**src/hw/mem_pkg.sv**
```systemverilog
package mem_pkg;

    // Bus widths
    typedef logic [31:0] addr_t;
    typedef logic [31:0] data_t;
    typedef logic [3:0]  strb_t;

    // Word index into the SRAM, address bits 9 to 2
    typedef logic [7:0]  word_idx_t;

    localparam int MEM_WORDS = 256;

    // Cycles from the rise of mem_req to the rise of mem_ack
    localparam int ACK_DELAY = 2;

    // Width of the SRAM ack delay counter
    localparam int ACK_CNT_W = $clog2(ACK_DELAY + 1);

    // Arbiter clients
    typedef enum logic {
        CLIENT_LSU   = 1'b0,
        CLIENT_FETCH = 1'b1
    } client_e;

endpackage

```
**src/hw/mem_arbiter.sv**
```systemverilog
`timescale 1ns/1ps

module mem_arbiter (
    input  logic               clk,
    input  logic               rst,

    // LSU client
    input  logic               lsu_valid,
    input  mem_pkg::addr_t     lsu_addr,
    input  mem_pkg::data_t     lsu_wdata,
    input  mem_pkg::strb_t     lsu_wstrb,
    output logic               lsu_ready,
    output mem_pkg::data_t     lsu_rdata,

    // Fetch client, read only
    input  logic               fetch_valid,
    input  mem_pkg::addr_t     fetch_addr,
    output logic               fetch_ready,
    output mem_pkg::data_t     fetch_rdata,

    // Four-phase side toward the SRAM
    output logic               mem_req,
    output mem_pkg::word_idx_t mem_idx,
    output mem_pkg::data_t     mem_wdata,
    output mem_pkg::strb_t     mem_wstrb,
    input  logic               mem_ack,
    input  mem_pkg::data_t     mem_rdata
);

    typedef enum logic [1:0] {
        IDLE,
        REQ_HIGH,
        REQ_LOW
    } arb_state_e;

    arb_state_e       state;
    mem_pkg::client_e grant;
    mem_pkg::client_e last;
    mem_pkg::client_e pick;
    logic             any_valid;
    logic             done;

    assign any_valid = lsu_valid || fetch_valid;
    assign done      = (state == REQ_HIGH) && mem_ack;

    // Round robin, the client not served last wins a tie
    always_comb begin
        if (fetch_valid && (!lsu_valid || last == mem_pkg::CLIENT_LSU)) begin
            pick = mem_pkg::CLIENT_FETCH;
        end else begin
            pick = mem_pkg::CLIENT_LSU;
        end
    end

    always_ff @(posedge clk) begin
        if (rst) begin
            state <= IDLE;
            grant <= mem_pkg::CLIENT_LSU;
            last  <= mem_pkg::CLIENT_FETCH;
        end else begin
            case (state)
                IDLE: begin
                    if (any_valid) begin
                        grant <= pick;
                        state <= REQ_HIGH;
                    end
                end
                REQ_HIGH: begin
                    if (mem_ack) begin
                        last  <= grant;
                        state <= REQ_LOW;
                    end
                end
                REQ_LOW: begin
                    if (!mem_ack) begin
                        state <= IDLE;
                    end
                end
                default: state <= IDLE;
            endcase
        end
    end

    // Request fields latched at grant
    always_ff @(posedge clk) begin
        if (state == IDLE && any_valid) begin
            if (pick == mem_pkg::CLIENT_FETCH) begin
                mem_idx   <= fetch_addr[2 +: $bits(mem_pkg::word_idx_t)];
                mem_wdata <= '0;
                mem_wstrb <= '0;
            end else begin
                mem_idx   <= lsu_addr[2 +: $bits(mem_pkg::word_idx_t)];
                mem_wdata <= lsu_wdata;
                mem_wstrb <= lsu_wstrb;
            end
        end
    end

    assign mem_req = (state == REQ_HIGH);

    // One-cycle ready pulse when the ack is first seen
    assign lsu_ready   = done && (grant == mem_pkg::CLIENT_LSU);
    assign fetch_ready = done && (grant == mem_pkg::CLIENT_FETCH);
    assign lsu_rdata   = mem_rdata;
    assign fetch_rdata = mem_rdata;

endmodule

```
**config.mk**
```make
export PLATFORM = sky130hd
export DESIGN_NAME = mem_arbiter
export DESIGN_NICKNAME = d
export VERILOG_FILES = /design/src/hw/mem_pkg.sv /design/src/hw/mem_arbiter.sv
export SDC_FILE = /design/constraint.sdc
export NUM_CORES = 1
export LEC_CHECK = 0
export ABC_CLOCK_PERIOD_IN_PS = 4330
export BUFFER_PORTS_ARGS = -buffer_cell sky130_fd_sc_hd__buf_2
export CORE_AREA = 2 2 96 98
export CTS_BUF_LIST = sky130_fd_sc_hd__clkbuf_8
export CTS_CLUSTER_SIZE = 10
export DETAILED_ROUTE_END_ITERATION = 12
export DIE_AREA = 0 0 98 100
export PLACE_DENSITY = 0.72
export SLEW_MARGIN = 40
export SYNTH_ARGS = -nofsm -noshare
export SYNTH_HDL_FRONTEND = slang
export SYNTH_SLANG_ARGS = --single-unit
```
**constraint.sdc**
```tcl
create_clock -name clk -period 4.33 [get_ports clk]
set_input_delay 0.866 -clock clk [delete_from_list [all_inputs] [get_ports clk]]
set_output_delay 0.866 -clock clk [all_outputs]
set_load 0.01 [all_outputs]
```
==> run metrics <==
# resized after CTS=0; Final period util=0.497; clock root buffer=clkbuf_8; first-pass GRT wire length=around 7.3 mm; Setup crit end kind=output port; site row count=35; CP Launch Type=input port; Critical Path AT=roughly 1.3 ns; Vias=roughly 1300; Lkg Pwr=1.14 nW; Core Footprint=between 8000 and 9000 um2; Avg WL per Cell=roughly 16 um; crit-path max FO=4; critical path class=in2out; DRT Wirelength=just over 5 mm; global route overflow=0; CP delay by family, top=buffers and inverters; critical path's slowest cell=and3_1; TNS Setup=0 ns; port bufs=around 100; clock power share=0.330; Top FF cell, synth=edfxtp_1; vias in the first global route=~1200; Starting Density=0.265; combinational share of power=0.150; P_sw=approximately 0.00025 W; DIE WIDTH=between 90 and 100 um; antenna violations before repair=0; FF-to-FF setup slack=between 2 and 3 ns; max_slew headroom=0.633; Syn Inst Count=177; switch share=0.224; ANT cells=0; I/O pin count=between 200 and 250; # Post-CTS Setup Buffers=0; Slew Limit Fails=0; Internal=0.000874 W; syn avg cell area=around 13 um2; Post-synth ARST share=0; RSZ-0062 raised after global routing=false; clock sinks=48; CTS Buffer Depth=2; largest net degree at the start of global routing=45; Post-synth EDFFs=44; Hold Crit Class=reg2reg; clk_lat worst skew=slightly below 0.3 ns; Max VDD drop=approximately 200 uV; post-DP HPWL=approximately 4 mm; fin nets=about 360; Synth cell types=24; crit path time final=approximately 2.2 ns; Setup Skew=approximately 0.0075 ns; part of the power in registers=0.520; Area Overhead vs Synth=12.4%; most frequent CP cell=buf_2; CP max stage delay=around 0.17 ns; worst slew pin tran=between 0.5 and 0.6 ns; H-tree levels=2; Hold-fix buffers, CTS=0; post-route antenna net violation count=0; Reg clk slew, reported paths=around 0.090 ns; Syn Nets=about 310; area share of the largest cell type after synthesis=0.561; crit-path cells=buf_2 -> and3_1 -> buf_2; # DRC=0; synth top area cells=edfxtp_1, buf_4, nor2b_1, mux2_2, dfxtp_1; Critical Path RT=3.46 ns; Buf/Inv on CP=2; sequential fraction of the synthesis area=0.595; Final Setup Violations=0; synth cell count leaders=buf_4, edfxtp_1, nor2b_1; first-pass iteration count of the detailed router=4; DR iter-0 viols=19; share of layout cells above drive strength 1=0.566; die height=roughly 100 um; WHS=around 0.5 ns; outcome=finished clean; max-cap violations=0; maximum clock frequency=around 470 MHz; Ys Warns=0; GRT Util Overall=0.0993; CTS tree=built; Yosys reg bits=48; Syn Std Cell Area=2350 um2; most numerous cell in the Yosys netlist=buf_4; Yosys top cell by area=edfxtp_1; vias per inst=between 3 and 4; die area=between 9000 and 10000 um2; total CTS buffers=5; Cell Pwr Density=approximately 430 nW/um2; final hold violation count=0; RePlAce Congestion=0.752
==> final cells by class <==
class	instances	area, um2
fill	924	6240
sequential	48	1400
timing repair buffer	105	538
multi-input combinational	60	433
tap	111	139
clock buffer	5	68.8
clock inverter	2	60.1
inverter	1	6.26
==> cell families (layout without fill, tap and decap cells) <==
| group | after synthesis | count (layout) | share of synthesized area |
|---|---|---|---|
| AOI/OAI and AO/OA | 6 | 6 | 0.0228 |
| xor gates and xnor gates | 1 | 1 | 0.00372 |
| buffers and inverters | 69 | 113 | 0.221 |
| DFF | 48 | 48 | 0.595 |
| muxes | 8 | 8 | 0.0383 |
| and+or+nand+nor | 45 | 45 | 0.119 |
==> stage by stage <==
stage	cells	util	worst slack [ns]	total power, W	area, um2
6_report	332	0.298	2.18	0.00113	2650
5_1_grt	332	0.298	2.10	0.00118	2650
4_1_cts	331	0.296	2.18	0.00114	2630
3_5_place_dp	324	0.281	1.91	0.000768	2500
3_3_place_gp	324	0.281	1.93	0.000762	2500
2_1_floorplan	177	-	2.09	0.000744	2350
==> registers in the layout, summed over array words and instances, names as in the netlist <==
signal,flops
state,2
last,1
grant,1
mem_idx,8
mem_wdata,32
mem_wstrb,4
==> layer usage <==
layer	part of all wire	track usage
met5	0	0
met4	0.035	0.0534
met3	0.16	0.0599
met2	0.47	0.158
met1	0.34	0.103
==> tightest hold or removal path: cells and delay by family (launching register included) <==
family | cells | cell delay, ns
AO/OA/AOI/OAI | 2 | 0.14
flip-flops | 1 | 0.34
==> layout by cell type (no fill, tap or decap), types with 2 or more instances in the layout <==
master       n
edfxtp_1    44
buf_2      103
mux2_2       8
and2b_1      4
nor2b_1     32
clkbuf_8     5
dfxtp_1      4
nor2_1       3
bufinv_16    2
==> path summary, 6_finish.rpt <==
path | startpoint | endpoint | cells after the start
worst max-delay path | mem_ack | fetch_ready | 3
worst min-delay path | grant | grant | 2
worst max register to register | state[1] | mem_wdata[21] | 3
worst min register to register | grant | grant | 2
==> power by group through the flow <==
stage	registers, W	logic (W)	clock network (W)
3_5_place_dp	0.000597	0.000171	0
5_1_grt	0.000591	0.000185	0.000404
4_1_cts	0.000586	0.000171	0.000386
6_report	0.000585	0.000168	0.000372
3_3_place_gp	0.000595	0.000167	0
2_1_floorplan	0.000626	0.000119	0
Note: power is estimated with default switching activity, not from simulation.
