File: src/hw/mem_pkg.sv
package mem_pkg;

    // Bus widths
    typedef logic [31:0] addr_t;
    typedef logic [31:0] data_t;
    typedef logic [3:0]  strb_t;

    // Word index into the SRAM, address bits 9 to 2
    typedef logic [7:0]  word_idx_t;

    localparam int MEM_WORDS = 256;

    // Cycles from the rise of mem_req to the rise of mem_ack
    localparam int ACK_DELAY = 2;

    // Width of the SRAM ack delay counter
    localparam int ACK_CNT_W = $clog2(ACK_DELAY + 1);

    // Arbiter clients
    typedef enum logic {
        CLIENT_LSU   = 1'b0,
        CLIENT_FETCH = 1'b1
    } client_e;

endpackage

File: src/hw/lsu.sv
`timescale 1ns/1ps

module lsu (
    input  logic            clk,
    input  logic            rst,

    // Core request side
    input  logic            cpu_valid,
    input  mem_pkg::addr_t  cpu_addr,
    input  mem_pkg::data_t  cpu_wdata,
    input  mem_pkg::strb_t  cpu_wstrb,
    output logic            cpu_ready,
    output mem_pkg::data_t  cpu_rdata,
    output logic            cpu_data_valid,

    // From writeback
    input  logic            store_commit,
    input  logic            flush,

    // Toward the arbiter
    output logic            lsu_valid,
    output mem_pkg::addr_t  lsu_addr,
    output mem_pkg::data_t  lsu_wdata,
    output mem_pkg::strb_t  lsu_wstrb,
    input  logic            lsu_ready,
    input  mem_pkg::data_t  lsu_rdata
);

    typedef enum logic [1:0] {
        IDLE,
        COMMIT_WAIT,
        STORE_SEND
    } lsu_state_e;

    lsu_state_e state;
    lsu_state_e next_state;

    logic load_pending;
    logic is_store;
    logic accept;
    logic accept_load;
    logic accept_store;

    // One-entry request buffer, shared by loads in flight and buffered stores
    mem_pkg::addr_t buf_addr;
    mem_pkg::data_t buf_wdata;
    mem_pkg::strb_t buf_wstrb;

    assign is_store     = cpu_wstrb != '0;
    assign cpu_ready    = (state == IDLE) && !load_pending;
    assign accept       = cpu_valid && cpu_ready;
    assign accept_load  = accept && !is_store;
    assign accept_store = accept && is_store;

    always_ff @(posedge clk) begin
        if (rst) begin
            state <= IDLE;
        end else begin
            state <= next_state;
        end
    end

    always_comb begin
        next_state = state;
        case (state)
            IDLE: begin
                if (accept_store) begin
                    next_state = COMMIT_WAIT;
                end
            end
            COMMIT_WAIT: begin
                // Flush wins over a commit in the same cycle
                if (flush) begin
                    next_state = IDLE;
                end else if (store_commit) begin
                    next_state = STORE_SEND;
                end
            end
            STORE_SEND: begin
                if (lsu_ready) begin
                    next_state = IDLE;
                end
            end
            default: next_state = IDLE;
        endcase
    end

    // Load in flight until the arbiter answers
    always_ff @(posedge clk) begin
        if (rst) begin
            load_pending <= 1'b0;
        end else if (accept_load && !lsu_ready) begin
            load_pending <= 1'b1;
        end else if (lsu_ready) begin
            load_pending <= 1'b0;
        end
    end

    always_ff @(posedge clk) begin
        if (accept) begin
            buf_addr  <= cpu_addr;
            buf_wdata <= cpu_wdata;
            buf_wstrb <= cpu_wstrb;
        end
    end

    // Loads pass straight through in the accept cycle, then come from the buffer
    assign lsu_valid = accept_load || load_pending || (state == STORE_SEND);
    assign lsu_addr  = cpu_ready ? cpu_addr  : buf_addr;
    assign lsu_wdata = cpu_ready ? cpu_wdata : buf_wdata;
    assign lsu_wstrb = cpu_ready ? cpu_wstrb : buf_wstrb;

    // Load data or store completion
    assign cpu_rdata      = lsu_rdata;
    assign cpu_data_valid = lsu_ready;

endmodule

File: config.mk
export PLATFORM = sky130hd
export DESIGN_NAME = lsu
export DESIGN_NICKNAME = d
export VERILOG_FILES = /design/src/hw/mem_pkg.sv /design/src/hw/lsu.sv
export SDC_FILE = /design/constraint.sdc
export NUM_CORES = 1
export LEC_CHECK = 0
export BUFFER_PORTS_ARGS = -buffer_cell sky130_fd_sc_hd__buf_2
export CAP_MARGIN = 30
export CORE_ASPECT_RATIO = 1.25
export CORE_MARGIN = 2
export CORE_UTILIZATION = 40
export CTS_BUF_LIST = sky130_fd_sc_hd__clkbuf_4
export DETAILED_ROUTE_END_ITERATION = 8
export PLACE_DENSITY = 0.88
export SKIP_LAST_GASP = 1
export SLEW_MARGIN = 0
export SYNTH_ARGS = -nofsm -noshare
export SYNTH_HDL_FRONTEND = slang
export SYNTH_SLANG_ARGS = --single-unit
File: constraint.sdc
create_clock -name clk -period 2.9 [get_ports clk]
set_clock_uncertainty 0.1 [all_clocks]
set_input_delay 0.725 -clock clk [delete_from_list [all_inputs] [get_ports clk]]
set_output_delay 0.725 -clock clk [all_outputs]
set_load 0.005 [all_outputs]
==> reports/results.txt <==
Initial core utilization = 40.73%
Pleak = 1.677 nW
Synth Area in Adders = 0%
Cell accounting for the most synthesized area = edfxtp_1
Clock Sinks = 71
Worst EP arrival = 1.89 ns
Simple-gate portion of the synthesized area = 2.313%
Worst Hold Class = in2reg
RSZ-0062 raised after global routing = no
Worst path slowest cell = buf_4
Largest family of logic cells by synthesized area = multiplexers
Synth Area in XOR/XNOR = 0%
Via count = 2034
Async SR Flop Fraction = 0%
Final instance area = 4055 sq um
Syn Area/Cell = 17.10 sq um
Min cycle time layout = 2.718 ns
Largest net degree at the start of global routing = 40
Remaining Overflow, GRT = 0
Final setup vio count = 0
Yosys cell types = 16
H-tree levels = 3
Synthesized instance count = 193
Antenna violations before repair = 1
Max VDD drop = 0.3833 mV
Routed wire length = 6.390 mm
Fillers = 699
Fin. Hold Viols = 0
Final core utilization = 50.05%
Die Y = 105.5 microns
DP HPWL = 4.789 mm
1st-pass router iterations = 4
Share of layout cells above drive strength 1 = 74.13%
Syn nets = 299
Sequential area share after synthesis = 63.71%
I/O pins = 209
Count of buffers from port buffering = 144
CP max stage delay = 0.39 ns
Detail Route Antenna Nets = 0
Max Clk Rate = 0.3679 GHz
Post-DP Area = 3846 sq um
Count of final max-slew check failures = 0
GRT Total Usage = 14.26%
Relative slew slack = 70.84%
Most frequent cells after synthesis = edfxtp_1, mux2_2, buf_4
Nets = 418
Die area = 8996 sq um
Warnings, synthesis = 0
Synth Cell Area = 3299 sq um
Root buffer cell = clkbuf_4
Max Root-Sink Buffers = 2
Data required time of the worst path = 2.08 ns
Setup_tns = 0 ns
Global-route wire length before repair = 9.929 mm
PD cells = 603.9 nW/um^2
Area grow syn2layout = 22.90%
Chip width = 85.24 microns
Tcrit/Tclk final = 93.74%
Slew @ Worst Pin = 0.4334 ns
Max-Cap Viols = 0
CTS tree = done
Top cells by area, synth = edfxtp_1, mux2_2, buf_4, buf_6, dfxtp_1
Seq cells post-synth = 71
Post-synth top area share = 61.89%
Worst setup path class = reg2out
Drt wl/cell = 15.40 microns
DRC errors left = 0
Mux cell area share after synthesis = 23.21%
Row cnt = 37
Via-to-Cell Ratio = 4.901
Post-synthesis compound-gate area fraction = 0.8722%
Bufs and invs on worst path = 2
Drt initial violations = 70
GPL Wtd Cong = 0.7386
Status = complete, no violations
Crit path launch type = register
Core area = 8102 sq um
Vias in the first global route = 2007
Clock-pin transition on the worst setup and hold timing paths = 0.12 ns
Worst path top cell family by delay = buffers and inverters
Cell chain of the critical path = nor3_4 -> buf_4 -> mux2_2 -> buf_2
TritonCTS buffer count = 9
Synth Flop Type = edfxtp_1
CP max FO = 33
Skew-Pair Late Insertion Delay = 0.40 ns
EDFF count, synth = 68
CP Capture Type = primary output
-- stage by stage --
stage	instances	hold slack [ns]	power, W	worst slack, ns
global placement	398	0.4753	0.001599	0.4925
detailed placement	398	0.4831	0.001617	0.4487
floorplan	193	0.4429	0.001481	0.5414
CTS	414	0.3566	0.002489	0.08562
global route	415	0.3469	0.002564	0.04593
finish	415	0.4034	0.002449	0.1815
-- cell type report --
type	instances	area (sq um)	share of cell area [%]
Antenna cell	1	2.502	0.06171
Clock buffer	9	67.56	1.666
Clock inverter	7	135.1	3.332
Multi-Input combinational cell	82	872.1	21.51
Sequential cell	71	2102	51.84
Tap cell	97	121.4	2.993
Timing Repair Buffer	148	754.5	18.61
-- timing repair --
action / in CTS / in global routing
hold buffers: 0 / 0
endpoints found under the setup margin: 0 / 6
gates resized for setup: 0 / 1
buffers inserted: 0 / 0
-- placed cells by master, fill, tap and decap left out --
cell type	netlist	layout
buf_4	33	3
bufinv_16	0	4
mux2_2	68	68
nor3_4	1	1
dfxtp_1	3	3
clkinv_1	0	2
and2_2	0	1
diode_2	0	1
or4b_2	1	1
clkbuf_4	0	9
nor3_2	1	1
a21oi_1	3	3
nor2_1	2	2
clkinvlp_4	0	1
nand3b_1	1	1
o21bai_1	1	1
buf_6	7	1
edfxtp_1	68	68
and4bb_2	1	1
a31oi_1	1	1
nor4_1	1	1
buf_2	0	144
-- layer usage --
metal	part of all wire [%]	track usage, %	wire, microns
met1	37	15.32	2343
met2	55	25.06	3485
met3	6.7	4.777	426
met4	2.1	6.349	134
met5	0	0	0
-- final timing paths --
path,endpoint,cells after the start,startpoint,slack [ns]
worst max-delay path,lsu_addr[11],4,state[1]$_SDFFE_PP0P_,0.18
worst min-delay path,buf_addr[3]$_DFFE_PP_,1,cpu_addr[3],0.40
worst max register to register,buf_wdata[9]$_DFFE_PP_,4,state[1]$_SDFFE_PP0P_,0.93
worst min register to register,state[1]$_SDFFE_PP0P_,2,state[1]$_SDFFE_PP0P_,0.49
-- power by group --
group	internal, W	switching, W	leakage, nW
clock network	0.000518	0.000343	0.101
logic	0.000202	0.000163	0.898
registers	0.00120	0.0000192	0.678
-- sequential cells by signal, indices dropped and copies added, names as in the netlist --
name	count
state	2
buf_wstrb	4
load_pending	1
buf_wdata	32
buf_addr	32
-- kinds of logic after synthesis --
family,after synthesis
flip-flops,71
multiplexers,68
AND/OR/NAND/NOR,9
buffers and inverters,40
AO/OA/AOI/OAI,5
Note: power is estimated with default switching activity, not from simulation.
