<file path="src/hw/mem_pkg.sv">
package mem_pkg;

    // Bus widths
    typedef logic [31:0] addr_t;
    typedef logic [31:0] data_t;
    typedef logic [3:0]  strb_t;

    // Word index into the SRAM, address bits 9 to 2
    typedef logic [7:0]  word_idx_t;

    localparam int MEM_WORDS = 256;

    // Cycles from the rise of mem_req to the rise of mem_ack
    localparam int ACK_DELAY = 2;

    // Width of the SRAM ack delay counter
    localparam int ACK_CNT_W = $clog2(ACK_DELAY + 1);

    // Arbiter clients
    typedef enum logic {
        CLIENT_LSU   = 1'b0,
        CLIENT_FETCH = 1'b1
    } client_e;

endpackage

</file>
<file path="src/hw/fetch_unit.sv">
`timescale 1ns/1ps

module fetch_unit (
    input  logic            clk,
    input  logic            rst,

    // Redirect from the core
    input  logic            redirect,
    input  mem_pkg::addr_t  redirect_pc,

    // Instruction output
    output mem_pkg::data_t  instr,
    output logic            instr_valid,
    output mem_pkg::addr_t  instr_pc,
    input  logic            instr_ready,

    // Toward the arbiter
    output logic            fetch_valid,
    output mem_pkg::addr_t  fetch_addr,
    input  logic            fetch_ready,
    input  mem_pkg::data_t  fetch_rdata
);

    mem_pkg::addr_t pc;
    mem_pkg::addr_t req_addr;
    logic           req_valid;
    logic           drop;

    logic           buf_valid;
    mem_pkg::data_t buf_data;
    mem_pkg::addr_t buf_pc;

    logic take_reply;
    logic issue;

    // A reply is dropped if a redirect came while it was in flight
    assign take_reply = fetch_ready && !drop && !redirect;
    // No prefetch: next request only once the buffer is empty
    assign issue      = !req_valid && !buf_valid && !redirect;

    always_ff @(posedge clk) begin
        if (rst) begin
            pc        <= '0;
            req_valid <= 1'b0;
            drop      <= 1'b0;
            buf_valid <= 1'b0;
        end else if (redirect) begin
            pc        <= redirect_pc;
            buf_valid <= 1'b0;
            req_valid <= req_valid && !fetch_ready;
            drop      <= req_valid && !fetch_ready;
        end else begin
            if (fetch_ready) begin
                req_valid <= 1'b0;
                drop      <= 1'b0;
            end else if (issue) begin
                req_valid <= 1'b1;
            end
            if (take_reply) begin
                buf_valid <= 1'b1;
                pc        <= req_addr + 32'd4;
            end else if (instr_valid && instr_ready) begin
                buf_valid <= 1'b0;
            end
        end
    end

    always_ff @(posedge clk) begin
        if (issue) begin
            req_addr <= pc;
        end
        if (take_reply) begin
            buf_data <= fetch_rdata;
            buf_pc   <= req_addr;
        end
    end

    assign fetch_valid = req_valid;
    assign fetch_addr  = req_addr;

    assign instr       = buf_data;
    assign instr_pc    = buf_pc;
    assign instr_valid = buf_valid;

endmodule

</file>
<file path="config.mk">
export PLATFORM = sky130hd
export DESIGN_NAME = fetch_unit
export DESIGN_NICKNAME = d
export VERILOG_FILES = /design/src/hw/mem_pkg.sv /design/src/hw/fetch_unit.sv
export SDC_FILE = /design/constraint.sdc
export NUM_CORES = 1
export LEC_CHECK = 0
export BUFFER_PORTS_ARGS = -buffer_cell sky130_fd_sc_hd__buf_2
export CAP_MARGIN = 20
export CORE_MARGIN = 2
export CORE_UTILIZATION = 50
export CTS_BUF_LIST = sky130_fd_sc_hd__clkbuf_8 sky130_fd_sc_hd__clkbuf_16
export DETAILED_ROUTE_END_ITERATION = 10
export PLACE_DENSITY_LB_ADDON = 0.2
export REMOVE_ABC_BUFFERS = 1
export SYNTH_ARGS = -nofsm -noshare
export SYNTH_HDL_FRONTEND = slang
export SYNTH_SLANG_ARGS = --single-unit
export TNS_END_PERCENT = 5
</file>
<file path="constraint.sdc">
create_clock -name clk -period 4.8 [get_ports clk]
set_input_delay 0.24 -clock clk [delete_from_list [all_inputs] [get_ports clk]]
set_output_delay 0.24 -clock clk [all_outputs]
set_load 0.05 [all_outputs]
</file>
==> results.md <==
- Sequential cell area fraction in the yosys report: between 70 and 80%
- Wire per inst: ~16 um
- WP buf/inv: 0
- Number of diodes: 0
- Worst path cell trace: ha_1, nand3_2, nor4_4, nand4_1, xor2_1, a211oi_2
- Period minus WS final: between 2 and 2.5 ns
- Hold path depth: 3
- Area of the multi-input gates: 0.001325 mm^2
- CTS tree: built
- Final WL: ~12,000 um
- Critical path startpoint category: register
- CP Class: reg -> reg
- Most common cell after layout, fill and taps aside: buf_2
- All-Layer GR Usage: between 20 and 25%
- # setup viols final: 0
- EDFF count, synth: between 90 and 100
- Max Clock Freq: a little under 0.5 GHz
- Root Driver: clkbuf_8
- Flops & latches, synth: 131
- Commonest cells after routing, fill and taps aside: buf_2 (166), edfxtp_1 (96), nor2_1 (43), dlygate4sd3_1 (43), nand2_1 (36)
- Clock H-tree levels: 4
- CP Depth: 6
- Total grt overflow: 0
- Via density: around 5.2
- Hold_sp: redirect_pc[7]
- Row count: 36
- Total Neg Setup Slack: 0 ns
- Setup bufs post-CTS: 0
- Pleak: around 2.8 nW
- Crit Path Max Fanout: 7
- Sequential cell area: between 0.003 and 0.004 mm^2
- Max-slew headroom: about a third
- Layout area overhead: 41.06%
- Critical path arrival: between 2 and 2.5 ns
- Die Y: between 100 and 150 um
- Clock Latency Late Sink: 0.50 ns
- Top delay family on crit path: simple AND/OR/NAND/NOR gates
- Routability cong.: around 0.75
- Mapped cell area: between 0.004 and 0.005 mm^2
- Pin count of the biggest net entering global routing: between 60 and 70
- Crit path largest cell delay: 0.54 ns
- WHS: between 0.015 and 0.02 ns
- Max VDD drop: ~0.24 mV
- Post-layout net count: ~660
- DIE AREA: between 0.01 and 0.015 mm^2
- Ports: about 170
- Port Buffers: about 170
- Worst-case reg-to-reg path depth: 6
- Yosys warns: 0
- Period utilisation layout: a little over two fifths
- 1st-pass router iterations: 4
- First-pass GRT wire length: ~19,000 um
- DIE WIDTH: between 100 and 150 um
- FF-to-FF Start: fetch_addr[2]$_DFFE_PP_
- Clock sinks: 131
- Worst Hold Path EP: pc[7]$_SDFFE_PP0P_
- Pins Over Slew Limit: 0
- Post_cts resized: 0
- Slew @ Worst Pin: around 1.0 ns
- Initial DRC Count: roughly 180
- Core area: just under 0.01 mm^2
- Final HPWL DP: 7177 um
- Vias in the first global route: 3,666
- RSZ-0062 raised after global routing: no
- Req. time, crit path: roughly 5.2 ns
- DRT antenna net count: 0
- Cell Pwr Density: between 400 and 500 mW/mm^2
- Synth Instances: roughly 370
- Starting density of the core: 51.18%
- Async set or reset register ratio after synthesis: 0%
- Fillers: 673
- Worst hold-check path type: in -> reg
- Primary FF master, synth: edfxtp_1
- Post-synthesis cell type count: 40
- CTS buffer count: 17
- Slowest stage cell, crit path: nor4_4
- Share of layout cells above drive strength 1: around a third
- Max-capacitance violation count: 0
- Clock buffer depth: 2
- Initial antenna violation count: 0
- Worst Skew: around 0.0081 ns
- Worst R2R End: pc[28]$_SDFFE_PP0P_
- Flop-to-flop setup slack: 2.79 ns
- Worst-path clk slew: 0.06 ns
- Vias: about 3,800
- # DRC: 0
- Mean Syn Cell Area: roughly 13 um^2
- Status: finished clean
- Hold Vio Cnt, Final: 0
- Hold-fix buffers, CTS: 43
- Nature of the critical path endpoint: register
[kinds of logic (layout without fill, tap and decap cells)]
group | Yosys count | after routing | share of synthesized area, %
XOR/XNOR | 27 | 27 | 4.749
flip-flops | 131 | 131 | 71.96
AO/OA/AOI/OAI | 64 | 64 | 7.638
multiplexers | 1 | 1 | 0.2010
adder cells (fa/ha/maj) | 1 | 1 | 0.2512
AND/OR/NAND/NOR | 129 | 129 | 13.52
buffers and inverters | 21 | 247 | 1.683
[power breakdown]
group          total (mW)  switching (mW)  internal (mW)
registers            1.35          0.0498           1.30
logic               0.373           0.262          0.111
clock network        1.37           0.438          0.934
total                3.09           0.749           2.34
[how the worst max path moves through the flow]
| stage | from | to | slack, ns |
|---|---|---|---|
| after floorplan | drop$_SDFFE_PP0P_ | pc[7]$_SDFFE_PP0P_ | 0.53 |
| after global placement | drop$_SDFFE_PP0P_ | instr[25]$_DFFE_PP_ | 2.39 |
| after detailed placement | drop$_SDFFE_PP0P_ | instr[16]$_DFFE_PP_ | 2.34 |
| after CTS | drop$_SDFFE_PP0P_ | instr[8]$_DFFE_PP_ | 2.33 |
| after global routing | fetch_addr[2]$_DFFE_PP_ | pc[24]$_SDFFE_PP0P_ | 2.59 |
| final | fetch_addr[2]$_DFFE_PP_ | pc[28]$_SDFFE_PP0P_ | 2.79 |
[registers in the layout, indices dropped and copies added (netlist names)]
register and flops:
drop 1, instr 32, fetch_addr 32, pc 32
instr_valid 1, fetch_valid 1, instr_pc 32
[through the flow]
step / setup WS, ns / cells / instance area (um^2) / total power [mW] / utilization [%]
after floorplan: 0.5272 / 354 / 4900 / 1.595 / -
after global placement: 2.389 / 657 / 5939 / 1.701 / 61.05
after detailed placement: 2.337 / 657 / 5939 / 1.709 / 61.05
after CTS: 2.328 / 732 / 7004 / 3.105 / 71.99
after global routing: 2.593 / 733 / 7024 / 3.192 / 72.20
final: 2.786 / 733 / 7024 / 3.089 / 72.20
[synth_stat cells, types with 2 or more instances]
| cell | number | area [um^2] |
|---|---|---|
| nor4_4 | 2 | 42.54 |
| and3_1 | 9 | 56.30 |
| o22ai_1 | 21 | 131.4 |
| edfxtp_1 | 96 | 2883 |
| and4_1 | 2 | 17.52 |
| nor2b_1 | 2 | 12.51 |
| nand2b_1 | 2 | 12.51 |
| a21oi_1 | 33 | 165.2 |
| nor2_1 | 44 | 165.2 |
| nand4_4 | 2 | 42.54 |
| nor3_1 | 3 | 15.01 |
| dfxtp_1 | 35 | 700.7 |
| nand2_1 | 36 | 135.1 |
| clkbuf_1 | 14 | 52.55 |
| a221oi_1 | 3 | 26.28 |
| buf_1 | 2 | 7.510 |
| nand4_1 | 6 | 37.54 |
| nand3_1 | 12 | 60.06 |
| a211oi_1 | 2 | 15.01 |
| buf_2 | 3 | 15.01 |
| xor2_1 | 20 | 175.2 |
| xnor2_1 | 7 | 61.31 |
[worst min-delay path: cells and delay by family]
kind / cells / cell delay [ns]
AND/OR/NAND/NOR: 1 / 0.09
buffers and inverters: 1 / 0.08
AO/OA/AOI/OAI: 1 / 0.07
[layer usage]
| metal | track usage [%] | wire [um] | vias to the layer above | part of all wire, % |
|---|---|---|---|---|
| li1 | - | - | 1805 | - |
| met5 | 0 | 0 | - | 0 |
| met1 | 27.34 | 5020 | 1823 | 42 |
| met4 | 8.977 | 99 | 0 | 0.83 |
| met2 | 37.04 | 5983 | 143 | 50 |
| met3 | 6.860 | 781 | 10 | 6.6 |
[layout make-up]
type                       instances  share of cell area, %
inverter                           1                0.05344
clock inverter                    15                  3.135
sequential                       131                  51.02
clock buffer                      17                  5.896
multi-input combinational        222                  18.86
timing repair buffer             214                  18.67
tap                              133                  2.369
Power figures use the tool's default switching activity.
